[config.mk]
export PLATFORM = sky130hd
export DESIGN_NAME = vd_output_top
export DESIGN_NICKNAME = d
export VERILOG_FILES = /design/src/vd_pkg.sv /design/src/pixel_output_stage.sv /design/src/resync_led_stretch.sv /design/src/vd_output_top.sv /design/src/vip_lane_demux.sv
export VERILOG_INCLUDE_DIRS = /design/src /design/src/src
export SDC_FILE = /design/constraint.sdc
export NUM_CORES = 1
export LEC_CHECK = 0
export ABC_CLOCK_PERIOD_IN_PS = 3300
export BUFFER_PORTS_ARGS = -buffer_cell sky130_fd_sc_hd__buf_2
export CAP_MARGIN = 40
export CELL_PAD_IN_SITES_DETAIL_PLACEMENT = 1
export CELL_PAD_IN_SITES_GLOBAL_PLACEMENT = 2
export CORE_UTILIZATION = 35
export DETAILED_ROUTE_END_ITERATION = 16
export PLACE_DENSITY_LB_ADDON = 0.1
export SLEW_MARGIN = 20
export SYNTH_ARGS = -nofsm -noshare
export SYNTH_HDL_FRONTEND = slang
export SYNTH_SLANG_ARGS = --single-unit
export TNS_END_PERCENT = 50
[constraint.sdc]
create_clock -name pclk_out -period 3.3 [get_ports pclk_out]
set_clock_uncertainty 0.2 [all_clocks]
set_input_delay 0 -clock pclk_out [delete_from_list [all_inputs] [get_ports pclk_out]]
set_output_delay 0 -clock pclk_out [all_outputs]
set_load 0.02 [all_outputs]
[src/vd_defs.svh]
`ifndef VD_DEFS_SVH
`define VD_DEFS_SVH

// ==================================================
// Pixel format
// ==================================================

// Bits per color component
`define VD_COLOR_W 8

// One RGB pixel, R in the top byte
`define VD_PIXEL_W (3 * `VD_COLOR_W)

// Two pixels per lane pair; lane 1 in the upper half of the bus
`define VD_LANES 2
`define VD_LANE_BUS_W (`VD_LANES * `VD_PIXEL_W)

// ==================================================
// Board outputs
// ==================================================

`define VD_LEDR_W 10
`define VD_LED_STRETCH_W 24

// OSD palette
`define OSD_RGB_BLACK 24'h000000
`define OSD_RGB_BLUE 24'h0000ff
`define OSD_RGB_YELLOW 24'hffff00
`define OSD_RGB_WHITE 24'hffffff

`endif

[src/vd_pkg.sv]
package vd_pkg;

    // ==================================================
    // OSD color index
    // ==================================================

    // Index into the four-entry OSD palette
    typedef enum logic [1:0] {
        OSD_BLACK  = 2'd0,
        OSD_BLUE   = 2'd1,
        OSD_YELLOW = 2'd2,
        OSD_WHITE  = 2'd3
    } osd_color_e;

    // ==================================================
    // Lane toggle
    // ==================================================

    // Which half of the two-pixel bus is taken this clock
    typedef enum logic {
        LANE_0 = 1'b0,
        LANE_1 = 1'b1
    } lane_sel_e;

endpackage

[src/pixel_output_stage.sv]
`timescale 1ns/10ps

`include "vd_defs.svh"

module pixel_output_stage (
    input  logic                   pclk_out,
    input  logic                   sys_reset_n,
    input  logic [`VD_PIXEL_W-1:0] sc_rgb_i,
    input  logic                   sc_hsync_i,
    input  logic                   sc_vsync_i,
    input  logic                   sc_de_i,
    input  logic [`VD_PIXEL_W-1:0] vip_rgb_i,
    input  logic                   vip_select_i,
    input  logic                   osd_enable_i,
    input  vd_pkg::osd_color_e     osd_color_i,
    output logic [`VD_PIXEL_W-1:0] hdmi_tx_d_o,
    output logic                   hdmi_tx_hs_o,
    output logic                   hdmi_tx_vs_o,
    output logic                   hdmi_tx_de_o
);

    // ==================================================
    // Pixel source and OSD overlay
    // ==================================================

    logic [`VD_PIXEL_W-1:0] osd_rgb;
    logic [`VD_PIXEL_W-1:0] src_rgb;
    logic [`VD_PIXEL_W-1:0] next_rgb;

    always_comb begin
        case (osd_color_i)
            vd_pkg::OSD_BLACK: begin
                osd_rgb = `OSD_RGB_BLACK;
            end
            vd_pkg::OSD_BLUE: begin
                osd_rgb = `OSD_RGB_BLUE;
            end
            vd_pkg::OSD_YELLOW: begin
                osd_rgb = `OSD_RGB_YELLOW;
            end
            default: begin
                osd_rgb = `OSD_RGB_WHITE;
            end
        endcase
    end

    // Scan converter unless the VIP path is chosen
    assign src_rgb = vip_select_i ? vip_rgb_i : sc_rgb_i;

    // OSD wins over either source
    assign next_rgb = osd_enable_i ? osd_rgb : src_rgb;

    // ==================================================
    // Rising-edge stage
    // ==================================================

    logic [`VD_PIXEL_W-1:0] stage_rgb;
    logic                   stage_hs;
    logic                   stage_vs;
    logic                   stage_de;

    // Timing always follows the scan converter
    always_ff @(posedge pclk_out or negedge sys_reset_n) begin
        if (!sys_reset_n) begin
            stage_rgb <= '0;
            stage_hs  <= 1'b0;
            stage_vs  <= 1'b0;
            stage_de  <= 1'b0;
        end else begin
            stage_rgb <= next_rgb;
            stage_hs  <= sc_hsync_i;
            stage_vs  <= sc_vsync_i;
            stage_de  <= sc_de_i;
        end
    end

    // ==================================================
    // Falling-edge launch
    // ==================================================

    // Half a cycle of setup margin at the transmitter,
    // which samples on the rising edge of pclk_out
    always_ff @(negedge pclk_out or negedge sys_reset_n) begin
        if (!sys_reset_n) begin
            hdmi_tx_d_o  <= '0;
            hdmi_tx_hs_o <= 1'b0;
            hdmi_tx_vs_o <= 1'b0;
            hdmi_tx_de_o <= 1'b0;
        end else begin
            hdmi_tx_d_o  <= stage_rgb;
            hdmi_tx_hs_o <= stage_hs;
            hdmi_tx_vs_o <= stage_vs;
            hdmi_tx_de_o <= stage_de;
        end
    end

endmodule

[src/resync_led_stretch.sv]
`timescale 1ns/10ps

`include "vd_defs.svh"

module resync_led_stretch #(
    parameter int LED_STRETCH_W = `VD_LED_STRETCH_W
) (
    input  logic                  pclk_out,
    input  logic                  sys_reset_n,
    input  logic                  resync_strobe_i,
    output logic [`VD_LEDR_W-1:0] ledr_o
);

    logic                     strobe_sync1;
    logic                     strobe_sync2;
    logic                     strobe_prev;
    logic                     strobe_rise;
    logic [LED_STRETCH_W-1:0] led_ctr;

    // Strobe comes from another clock domain
    always_ff @(posedge pclk_out or negedge sys_reset_n) begin
        if (!sys_reset_n) begin
            strobe_sync1 <= 1'b0;
            strobe_sync2 <= 1'b0;
            strobe_prev  <= 1'b0;
        end else begin
            strobe_sync1 <= resync_strobe_i;
            strobe_sync2 <= strobe_sync1;
            strobe_prev  <= strobe_sync2;
        end
    end

    assign strobe_rise = strobe_sync2 & ~strobe_prev;

    // Reload on every new event, else run down to zero
    always_ff @(posedge pclk_out or negedge sys_reset_n) begin
        if (!sys_reset_n) begin
            led_ctr <= '0;
        end else if (strobe_rise) begin
            led_ctr <= '1;
        end else if (led_ctr != '0) begin
            led_ctr <= led_ctr - 1'b1;
        end
    end

    assign ledr_o = {`VD_LEDR_W{led_ctr != '0}};

endmodule

[src/vd_output_top.sv]
`timescale 1ns/10ps

`include "vd_defs.svh"

module vd_output_top #(
    parameter int LED_STRETCH_W = `VD_LED_STRETCH_W
) (
    input  logic                      pclk_out,
    input  logic                      sys_reset_n,

    // Video IP output, two pixels per clock
    input  logic [`VD_LANE_BUS_W-1:0] vip_data_i,
    input  logic [`VD_LANES-1:0]      vip_hsync_n_i,
    input  logic [`VD_LANES-1:0]      vip_vsync_n_i,
    input  logic [`VD_LANES-1:0]      vip_de_i,

    // Scan converter output
    input  logic [`VD_PIXEL_W-1:0]    sc_rgb_i,
    input  logic                      sc_hsync_i,
    input  logic                      sc_vsync_i,
    input  logic                      sc_de_i,

    // Control
    input  logic                      vip_select_i,
    input  logic                      osd_enable_i,
    input  vd_pkg::osd_color_e        osd_color_i,
    input  logic                      resync_strobe_i,

    // HDMI transmitter
    output logic [`VD_PIXEL_W-1:0]    hdmi_tx_d_o,
    output logic                      hdmi_tx_hs_o,
    output logic                      hdmi_tx_vs_o,
    output logic                      hdmi_tx_de_o,

    // Status
    output logic                      vip_de_o,
    output logic                      frame_start_o,
    output logic [`VD_LEDR_W-1:0]     ledr_o
);

    logic [`VD_PIXEL_W-1:0] vip_rgb;

    // ==================================================
    // VIP unpack
    // ==================================================

    // Unpacked syncs only feed frame start inside the demux
    vip_lane_demux u_lane_demux (
        .pclk_out      (pclk_out),
        .sys_reset_n   (sys_reset_n),
        .vip_data_i    (vip_data_i),
        .vip_hsync_n_i (vip_hsync_n_i),
        .vip_vsync_n_i (vip_vsync_n_i),
        .vip_de_i      (vip_de_i),
        .pix_rgb_o     (vip_rgb),
        .pix_hsync_o   (),
        .pix_vsync_o   (),
        .pix_de_o      (vip_de_o),
        .frame_start_o (frame_start_o)
    );

    // ==================================================
    // HDMI output
    // ==================================================

    pixel_output_stage u_output_stage (
        .pclk_out     (pclk_out),
        .sys_reset_n  (sys_reset_n),
        .sc_rgb_i     (sc_rgb_i),
        .sc_hsync_i   (sc_hsync_i),
        .sc_vsync_i   (sc_vsync_i),
        .sc_de_i      (sc_de_i),
        .vip_rgb_i    (vip_rgb),
        .vip_select_i (vip_select_i),
        .osd_enable_i (osd_enable_i),
        .osd_color_i  (osd_color_i),
        .hdmi_tx_d_o  (hdmi_tx_d_o),
        .hdmi_tx_hs_o (hdmi_tx_hs_o),
        .hdmi_tx_vs_o (hdmi_tx_vs_o),
        .hdmi_tx_de_o (hdmi_tx_de_o)
    );

    // ==================================================
    // Resync indicator
    // ==================================================

    resync_led_stretch #(
        .LED_STRETCH_W (LED_STRETCH_W)
    ) u_led_stretch (
        .pclk_out        (pclk_out),
        .sys_reset_n     (sys_reset_n),
        .resync_strobe_i (resync_strobe_i),
        .ledr_o          (ledr_o)
    );

endmodule

[src/vip_lane_demux.sv]
`timescale 1ns/10ps

`include "vd_defs.svh"

module vip_lane_demux (
    input  logic                      pclk_out,
    input  logic                      sys_reset_n,
    input  logic [`VD_LANE_BUS_W-1:0] vip_data_i,
    input  logic [`VD_LANES-1:0]      vip_hsync_n_i,
    input  logic [`VD_LANES-1:0]      vip_vsync_n_i,
    input  logic [`VD_LANES-1:0]      vip_de_i,
    output logic [`VD_PIXEL_W-1:0]    pix_rgb_o,
    output logic                      pix_hsync_o,
    output logic                      pix_vsync_o,
    output logic                      pix_de_o,
    output logic                      frame_start_o
);

    // ==================================================
    // Lane toggle
    // ==================================================

    vd_pkg::lane_sel_e lane_sel;

    always_ff @(posedge pclk_out or negedge sys_reset_n) begin
        if (!sys_reset_n) begin
            lane_sel <= vd_pkg::LANE_0;
        end else if (lane_sel == vd_pkg::LANE_0) begin
            lane_sel <= vd_pkg::LANE_1;
        end else begin
            lane_sel <= vd_pkg::LANE_0;
        end
    end

    // ==================================================
    // Lane select and unpack
    // ==================================================

    logic [`VD_PIXEL_W-1:0] lane_rgb;
    logic                   lane_hsync_n;
    logic                   lane_vsync_n;
    logic                   lane_de;

    always_comb begin
        if (lane_sel == vd_pkg::LANE_1) begin
            lane_rgb     = vip_data_i[`VD_LANE_BUS_W-1:`VD_PIXEL_W];
            lane_hsync_n = vip_hsync_n_i[1];
            lane_vsync_n = vip_vsync_n_i[1];
            lane_de      = vip_de_i[1];
        end else begin
            lane_rgb     = vip_data_i[`VD_PIXEL_W-1:0];
            lane_hsync_n = vip_hsync_n_i[0];
            lane_vsync_n = vip_vsync_n_i[0];
            lane_de      = vip_de_i[0];
        end
    end

    // Syncs leave the video IP active low
    always_ff @(posedge pclk_out or negedge sys_reset_n) begin
        if (!sys_reset_n) begin
            pix_rgb_o   <= '0;
            pix_hsync_o <= 1'b0;
            pix_vsync_o <= 1'b0;
            pix_de_o    <= 1'b0;
        end else begin
            pix_rgb_o   <= lane_rgb;
            pix_hsync_o <= ~lane_hsync_n;
            pix_vsync_o <= ~lane_vsync_n;
            pix_de_o    <= lane_de;
        end
    end

    // ==================================================
    // Frame start
    // ==================================================

    logic vsync_prev;
    logic vsync_fall;

    // End of vsync pulse marks the new frame
    assign vsync_fall = vsync_prev & ~pix_vsync_o;

    always_ff @(posedge pclk_out or negedge sys_reset_n) begin
        if (!sys_reset_n) begin
            vsync_prev    <= 1'b0;
            frame_start_o <= 1'b0;
        end else begin
            vsync_prev    <= pix_vsync_o;
            frame_start_o <= vsync_fall;
        end
    end

endmodule

# --- After elaboration in Yosys (flattened, before gate mapping) ---
# Cells that the tools add are included.
# Widths: inputs -> output; s select.
classes:
  add_sub_neg: 1
  mul: 0
  n_div: 0
  magnitude_cmp: 0
  n_eq_ne: 2
  shifts: 0
  mux: 9
  bitwise: 5
  reduce_logical: 3
op_table:
  columns: ["cell", "count"]
  rows:
  - ["$mux 24", 5]
  - ["$pmux 24 s3", 1]
  - ["$reduce_bool 24->1", 1]
  - ["$sub 24x1->24 const B", 1]
  - ["$mux 1", 3]
  - ["$not 1->1", 3]
  - ["$and 1x1->1", 2]
  - ["$eq 2x1->1 const B", 1]
  - ["$eq 2x2->1 const B", 1]
  - ["$logic_not 2->1", 1]
  - ["$reduce_bool 2->1", 1]
word_totals:
  register_bits: 110
  latch_bits: 0
  mem_bits_rw: 0
  rom_bits: 0
  elab_cells: 38
  n_memories: 0

# --- Longest topological paths before layout ---
# Gate-level depths: netlist of the first run.
depth:
  depth_word: 3
  ltp_mapped: 8
  ltp_nobuf: 7

# --- Modules after synthesis ---
# Synthesis of the first run repeated with hierarchy kept, for this count alone.
unflattened:
  hier_cells: 320
  area_unflattened_um2: 4640.7
by_module_without_submodules:
  columns: ["module", "n_inst", "cells_each", "area_per_inst_um2", "seq_area_each_um2"]
  rows:
  - ["pixel_output_stage", 1, 109, 2037.0, 1351.3]
  - ["resync_led_stretch", 1, 149, 1426.4, 675.6]
  - ["vip_lane_demux", 1, 62, 1177.4, 750.7]

==> impl_metrics.yaml, run 1 <==
status:
  outcome: "finished with violations"
  violations: "hold timing"
setup_path:
  data_arrival_time_of_the_worst_path_ps: 2570
  critPathSlowestCell: "dfrtn_1"
  critical_path.reg2reg.startpoint: "u_output_stage.stage_rgb[23]$_DFF_PN0_"
  crit_path_end_kind: "output pin"
  timing.critical_path.fanout_max: 1
  r2r-end: "u_output_stage.hdmi_tx_d_o[23]$_DFF_NN0_"
  timing.critical_path.buf_inv: 1
  worst_ep_required_time_ps: 3100
  critical_path_class: "reg -> out"
  timing.reg2reg.setup_slack_ps: 890
  critical-path-top-delay-family: "flip-flops"
  timing.critical_path.cells: "buf_2"
  critical_path.startpoint_type: "register"
  worstRegToRegCells: 0
  cpPeakStageDelay_ps: 400
floorplanning:
  boundaryPins: 127
  die_width_um: 114
  die-area_sq_um: 12900
  initial_utilization_pct: 36.1
  dieHeight_um: 114
  std_cell_rows: 40
  placeableCoreArea_sq_um: 12100
global_route:
  groute.usage.overall_pct: 19.2
  antenna_violations_before_repair: 0
  gr-total-overflow: 0
  first_global_vias: 3761
  grt_start_max_net_pins: 51
  wire_length_of_the_first_global_routing_pass_mm: 18.7
cells_and_area:
  n_antenna_cell: 0
  final_area_sq_um: 6240
  area_growth_pct: 42.9
  layout.cells.most_common: "buf_2"
  post_route_cells_drive_above_1_share_pct: 31.8
  fill_cells: 1325
  finalNonFillerCells: 727
  multiInputGateArea_sq_um: 1460
  fin_nets: 644
  most-common-layout-cells: "buf_2, dlygate4sd3_1, dfrtp_1, nor2_1"
  seqCellArea_sq_um: 2750
timing:
  tns_ps: 0
  timing_hold_violations_final: 2
  rsz0062_at_grt: "false"
  maxSlewHeadroom_pct: 48.7
  final.hold.worst_slack_ps: -7.19
  max_slew.worst_pin.slew_ps: 770
  final-setup-viol-count: 0
  timing.final.max_slew_violations: 0
clocking:
  cts_setup_buffers: 0
  clock_path_buffers: 2
  clkTransAtPathRegs_ps: 70
  clkSinkCount: 110
  cts_hold_repair_buffers: 83
  cts_tree: "built"
  cts_buffers: 9
  post_cts_resized: 0
  insertion_delay_ps: 350
  cts_root_buf: "clkbuf_16"
  cts_htree_levels: 3
pwr:
  power.share.clock_pct: 36.2
  pwr-share-comb_pct: 12.4
  static-leakage-power_nw: 2.63
  power_switching_share_pct: 25.7
  switching_power_of_the_nets_w: 0.000745
  intPower_w: 0.00215
  pwr_density_cell_nw_per_um2: 463
  vdd_drop_max_uv: 240
  part_of_the_power_in_registers_pct: 51.4
detailed_routing:
  drc_errors: 0
  antenna_left: 0
  wire_length_per_cell_um: 15.3
  dr_total_vias: 3367
  drt_first_pass_iters: 4
  drt_first_iter_violations: 83
  routed_wl_mm: 11.2
  via_per_instance_ratio: 4.63
synthesis:
  synth-warning-count: 0
  sequential_to_total_area_share_from_yosys_stat_pct: 63.0
  synth_area_per_cell_sq_um: 12.2
  postSynth.asyncResetShare_pct: 100
  syn-num-nets: 447
  ys_seq_elements: 110
  yosys.cell_types.count: 42
  synth-main-ff-cell: "dfrtp_1"
  postSynthCellCount: 357
  synth_edf_count: 0
  mappedNetlistArea_sq_um: 4370
placed_design:
  place_area_sq_um: 5120
  routability_cong: 0.750
  place_hpwl_mm: 6.91
  numPlacedInstances: 628
  io_buffers: 124
hold_path:
  worst_hold_path_type: "in -> async"
job:
  drv.max_cap_violation_count: 0
logic make-up (layout without fill, tap and decap cells):
kind of cell             after synthesis  after routing  synth area share [%]
XOR/XNOR                               7              7                  1.40
AND/OR/NAND/NOR                      130            130                  16.8
flip-flops                           110            110                  63.0
AO/OA/AOI/OAI                         50             50                  8.02
buffers and inverters                 32            234                  3.58
multiplexers                          26             26                  6.67
adder cells (fa/ha/maj)                2              2                 0.572
cell usage after synthesis, drive strengths merged (8+ instances only):
master | instances | area, sq um
nand2 | 12 | 45.0
nor4 | 8 | 83.8
nor2b | 28 | 175
o21ai | 8 | 40.0
a211oi | 28 | 210
dfrtn | 27 | 676
buf | 15 | 92.6
nand3 | 10 | 50.1
dfrtp | 83 | 2080
mux2 | 25 | 282
nor2 | 36 | 135
nor3 | 10 | 50.1
clkbuf | 12 | 45.0
registers in the layout, summed over array words and instances, names as in the netlist, 24 cells and up:
name,flops
u_lane_demux.pix_rgb_o,24
u_led_stretch.led_ctr,24
u_output_stage.hdmi_tx_d_o,24
u_output_stage.stage_rgb,24
layout make-up:
class                      instances  area share [%]
clock inverter                     7            1.04
inverter                           5           0.301
tap                              168            3.37
sequential                       110            44.1
multi-input combinational        215            23.4
timing repair buffer             213            24.2
clock buffer                       9            3.61
worst max-delay path by stage:
| stage | cells past startpoint | slack (ps) | from | end |
|---|---|---|---|---|
| after floorplan | 0 | 960 | u_output_stage.stage_rgb[0]$_DFF_PN0_ | u_output_stage.hdmi_tx_d_o[0]$_DFF_NN0_ |
| after global placement | 1 | 900 | u_output_stage.hdmi_tx_d_o[1]$_DFF_NN0_ | hdmi_tx_d_o[1] |
| after detailed placement | 5 | 890 | u_led_stretch.led_ctr[4]$_DFFE_PN0P_ | u_led_stretch.led_ctr[22]$_DFFE_PN0P_ |
| after CTS | 1 | 510 | u_output_stage.hdmi_tx_d_o[11]$_DFF_NN0_ | hdmi_tx_d_o[11] |
| after global routing | 1 | 490 | u_output_stage.hdmi_tx_d_o[10]$_DFF_NN0_ | hdmi_tx_d_o[10] |
| final | 1 | 530 | u_output_stage.hdmi_tx_d_o[1]$_DFF_NN0_ | hdmi_tx_d_o[1] |
metrics by stage:
stage	hold slack (ps)	total power, W	utilization (%)	setup slack, ps
finish	-7.19	0.00289	51.5	529
global route	44.7	0.00305	51.5	488
CTS	7.94	0.00294	51.5	508
detailed placement	-150	0.00180	42.3	887
global placement	-161	0.00179	42.0	898
floorplan	-496	0.00165	-	961
power by group through the flow:
stage | Combinational, W | Clock [W] | Sequential [W]
floorplan | 0.000109 | 0 | 0.00154
global placement | 0.000274 | 0 | 0.00151
detailed placement | 0.000284 | 0 | 0.00151
CTS | 0.000359 | 0.00110 | 0.00149
global route | 0.000398 | 0.00115 | 0.00150
finish | 0.000359 | 0.00105 | 0.00149
layer usage:
metal | share of wire (%) | vias up | GRT usage (%)
met2 | 54 | 75 | 35.0
met1 | 41 | 1651 | 21.6
met4 | 0.90 | 0 | 4.74
li1 | - | 1634 | -
met3 | 4.6 | 7 | 6.22
met5 | 0 | - | 0
Note: power is estimated with default switching activity, not from simulation.
==> run 2, diff against run 1 <==
- ABC_CLOCK_PERIOD_IN_PS: 3300 -> 2490
- CORE_UTILIZATION: 35 -> 30
- clock period: 3.3 -> 2.49 ns (I/O delays scaled with it)
==> impl_metrics.yaml, run 2 (synthesis results as in run 1) <==
setup_path:
  data_arrival_time_of_the_worst_path_ps: 2160
  timing.critical_path.buf_inv: 1
  timing.critical_path.fanout_max: 1
  critPathSlowestCell: "dfrtn_1"
  timing.critical_path.cells: "buf_2"
  crit_path_end_kind: "output pin"
  cpPeakStageDelay_ps: 410
  critical_path.startpoint_type: "register"
  worst_ep_required_time_ps: 2290
  critical_path_class: "reg -> out"
  critical-path-top-delay-family: "flip-flops"
status:
  outcome: "finished, final reports clean"
global_route:
  antenna_violations_before_repair: 0
  wire_length_of_the_first_global_routing_pass_mm: 18.4
  groute.usage.overall_pct: 16.0
  grt_start_max_net_pins: 49
  first_global_vias: 3739
  gr-total-overflow: 0
timing:
  timing_hold_violations_final: 0
  max_slew.worst_pin.slew_ps: 750
  tns_ps: 0
  final.hold.worst_slack_ps: 26.3
  maxSlewHeadroom_pct: 49.9
  rsz0062_at_grt: "false"
  timing.final.max_slew_violations: 0
  final-setup-viol-count: 0
cells_and_area:
  fin_nets: 668
  layout.cells.most_common: "buf_2"
  final_area_sq_um: 6540
  area_growth_pct: 49.6
  final_util_pct: 46.6
  post_route_cells_drive_above_1_share_pct: 32.6
  seqCellArea_sq_um: 2750
  fill_cells: 1540
  multiInputGateArea_sq_um: 1500
  most-common-layout-cells: "buf_2, dlygate4sd3_1, dfrtp_1, nor2_1"
  n_antenna_cell: 0
clocking:
  clkSinkCount: 110
  cts_htree_levels: 3
  clock_path_buffers: 2
  insertion_delay_ps: 350
  cts_tree: "built"
  cts_buffers: 9
  clkTransAtPathRegs_ps: 70
  cts_root_buf: "clkbuf_16"
floorplanning:
  die-area_sq_um: 15100
  std_cell_rows: 43
  placeableCoreArea_sq_um: 14000
  die_width_um: 123
  dieHeight_um: 123
  boundaryPins: 127
  initial_utilization_pct: 31.1
pwr:
  vdd_drop_max_uv: 376
  pwr_density_cell_nw_per_um2: 610
  static-leakage-power_nw: 2.77
detailed_routing:
  via_per_instance_ratio: 4.56
  drt_first_pass_iters: 4
  antenna_left: 0
  drt_first_iter_violations: 118
  wire_length_per_cell_um: 14.5
  dr_total_vias: 3479
  routed_wl_mm: 11.1
  drc_errors: 0
placed_design:
  io_buffers: 124
  place_area_sq_um: 5190
  routability_cong: 0.771
  place_hpwl_mm: 7.50
job:
  drv.max_cap_violation_count: 0
hold_path:
  worst_hold_path_type: "in -> reg"
==> run 2: cell count changes in the layout (fill, tap and decap cells not counted), sizes merged <==
| cell | previous run | this run |
|---|---|---|
| dlygate4sd3 | 83 | 99 |
| buf | 130 | 138 |
| bufinv | 0 | 1 |
| clkinv | 4 | 3 |
==> run 2: metrics by stage <==
stage	total power (W)	worst slack, ps	cells
2_1_floorplan	0.00219	390	357
3_3_place_gp	0.00238	233	648
3_5_place_dp	0.00240	162	648
4_1_cts	0.00406	69.5	763
5_1_grt	0.00419	34.2	763
6_report	0.00399	129	763
==> run 2: worst paths after layout <==
| path | startpoint | to | slack (ps) | cells past startpoint |
|---|---|---|---|---|
| max in group asynchronous | sys_reset_n | u_output_stage.hdmi_tx_d_o[4]$_DFF_NN0_ | 730 | 2 |
| worst min-delay path | osd_enable_i | u_output_stage.stage_rgb[5]$_DFF_PN0_ | 30 | 3 |
| worst max register to register | u_led_stretch.led_ctr[2]$_DFFE_PN0P_ | u_led_stretch.led_ctr[7]$_DFFE_PN0P_ | 270 | 4 |
| worst min register to register | u_led_stretch.strobe_sync1$_DFF_PN0_ | u_led_stretch.strobe_sync2$_DFF_PN0_ | 150 | 0 |
| worst max-delay path | u_output_stage.hdmi_tx_d_o[1]$_DFF_NN0_ | hdmi_tx_d_o[1] | 130 | 1 |
| min in group asynchronous | sys_reset_n | u_output_stage.stage_rgb[1]$_DFF_PN0_ | 240 | 3 |
==> run 2: what timing repair did <==
| action | in CTS | in global routing |
|---|---|---|
| resized for setup | 2 | 5 |
| pin swaps | 0 | 0 |
| hold buffers | 99 | 0 |
| endpoints found under the setup margin | 10 | 14 |
| hold endpoints to repair | 102 | 0 |
| setup buffers | 0 | 0 |
==> run 2: cell type report <==
type | count | area share (%)
multi-input combinational | 215 | 22.9
timing repair buffer | 237 | 26.3
sequential | 110 | 42.1
inverter | 5 | 0.287
clock inverter | 7 | 1.53
clock buffer | 9 | 3.44
tap | 180 | 3.44
==> run 2: worst min-delay path, stage by stage <==
cell	delay (ps)
buf_2	240
a211oi_1	220
nor2_1	60
==> run 2: power by group <==
group | switching, W | leakage (nW) | internal, W
Combinational | 0.000243 | 1.41 | 0.000270
Clock | 0.000690 | 0.158 | 0.000813
Sequential | 0.0000633 | 1.21 | 0.00191
==> run 2: routing by layer <==
layer | vias up | wire, um | track usage [%] | part of all wire [%]
li1 | 1685 | - | - | -
met1 | 1702 | 4490 | 18.0 | 41
met2 | 83 | 5970 | 29.4 | 54
met3 | 9 | 496 | 4.83 | 4.5
met4 | 0 | 106 | 3.89 | 0.96
met5 | - | 0 | 0 | 0
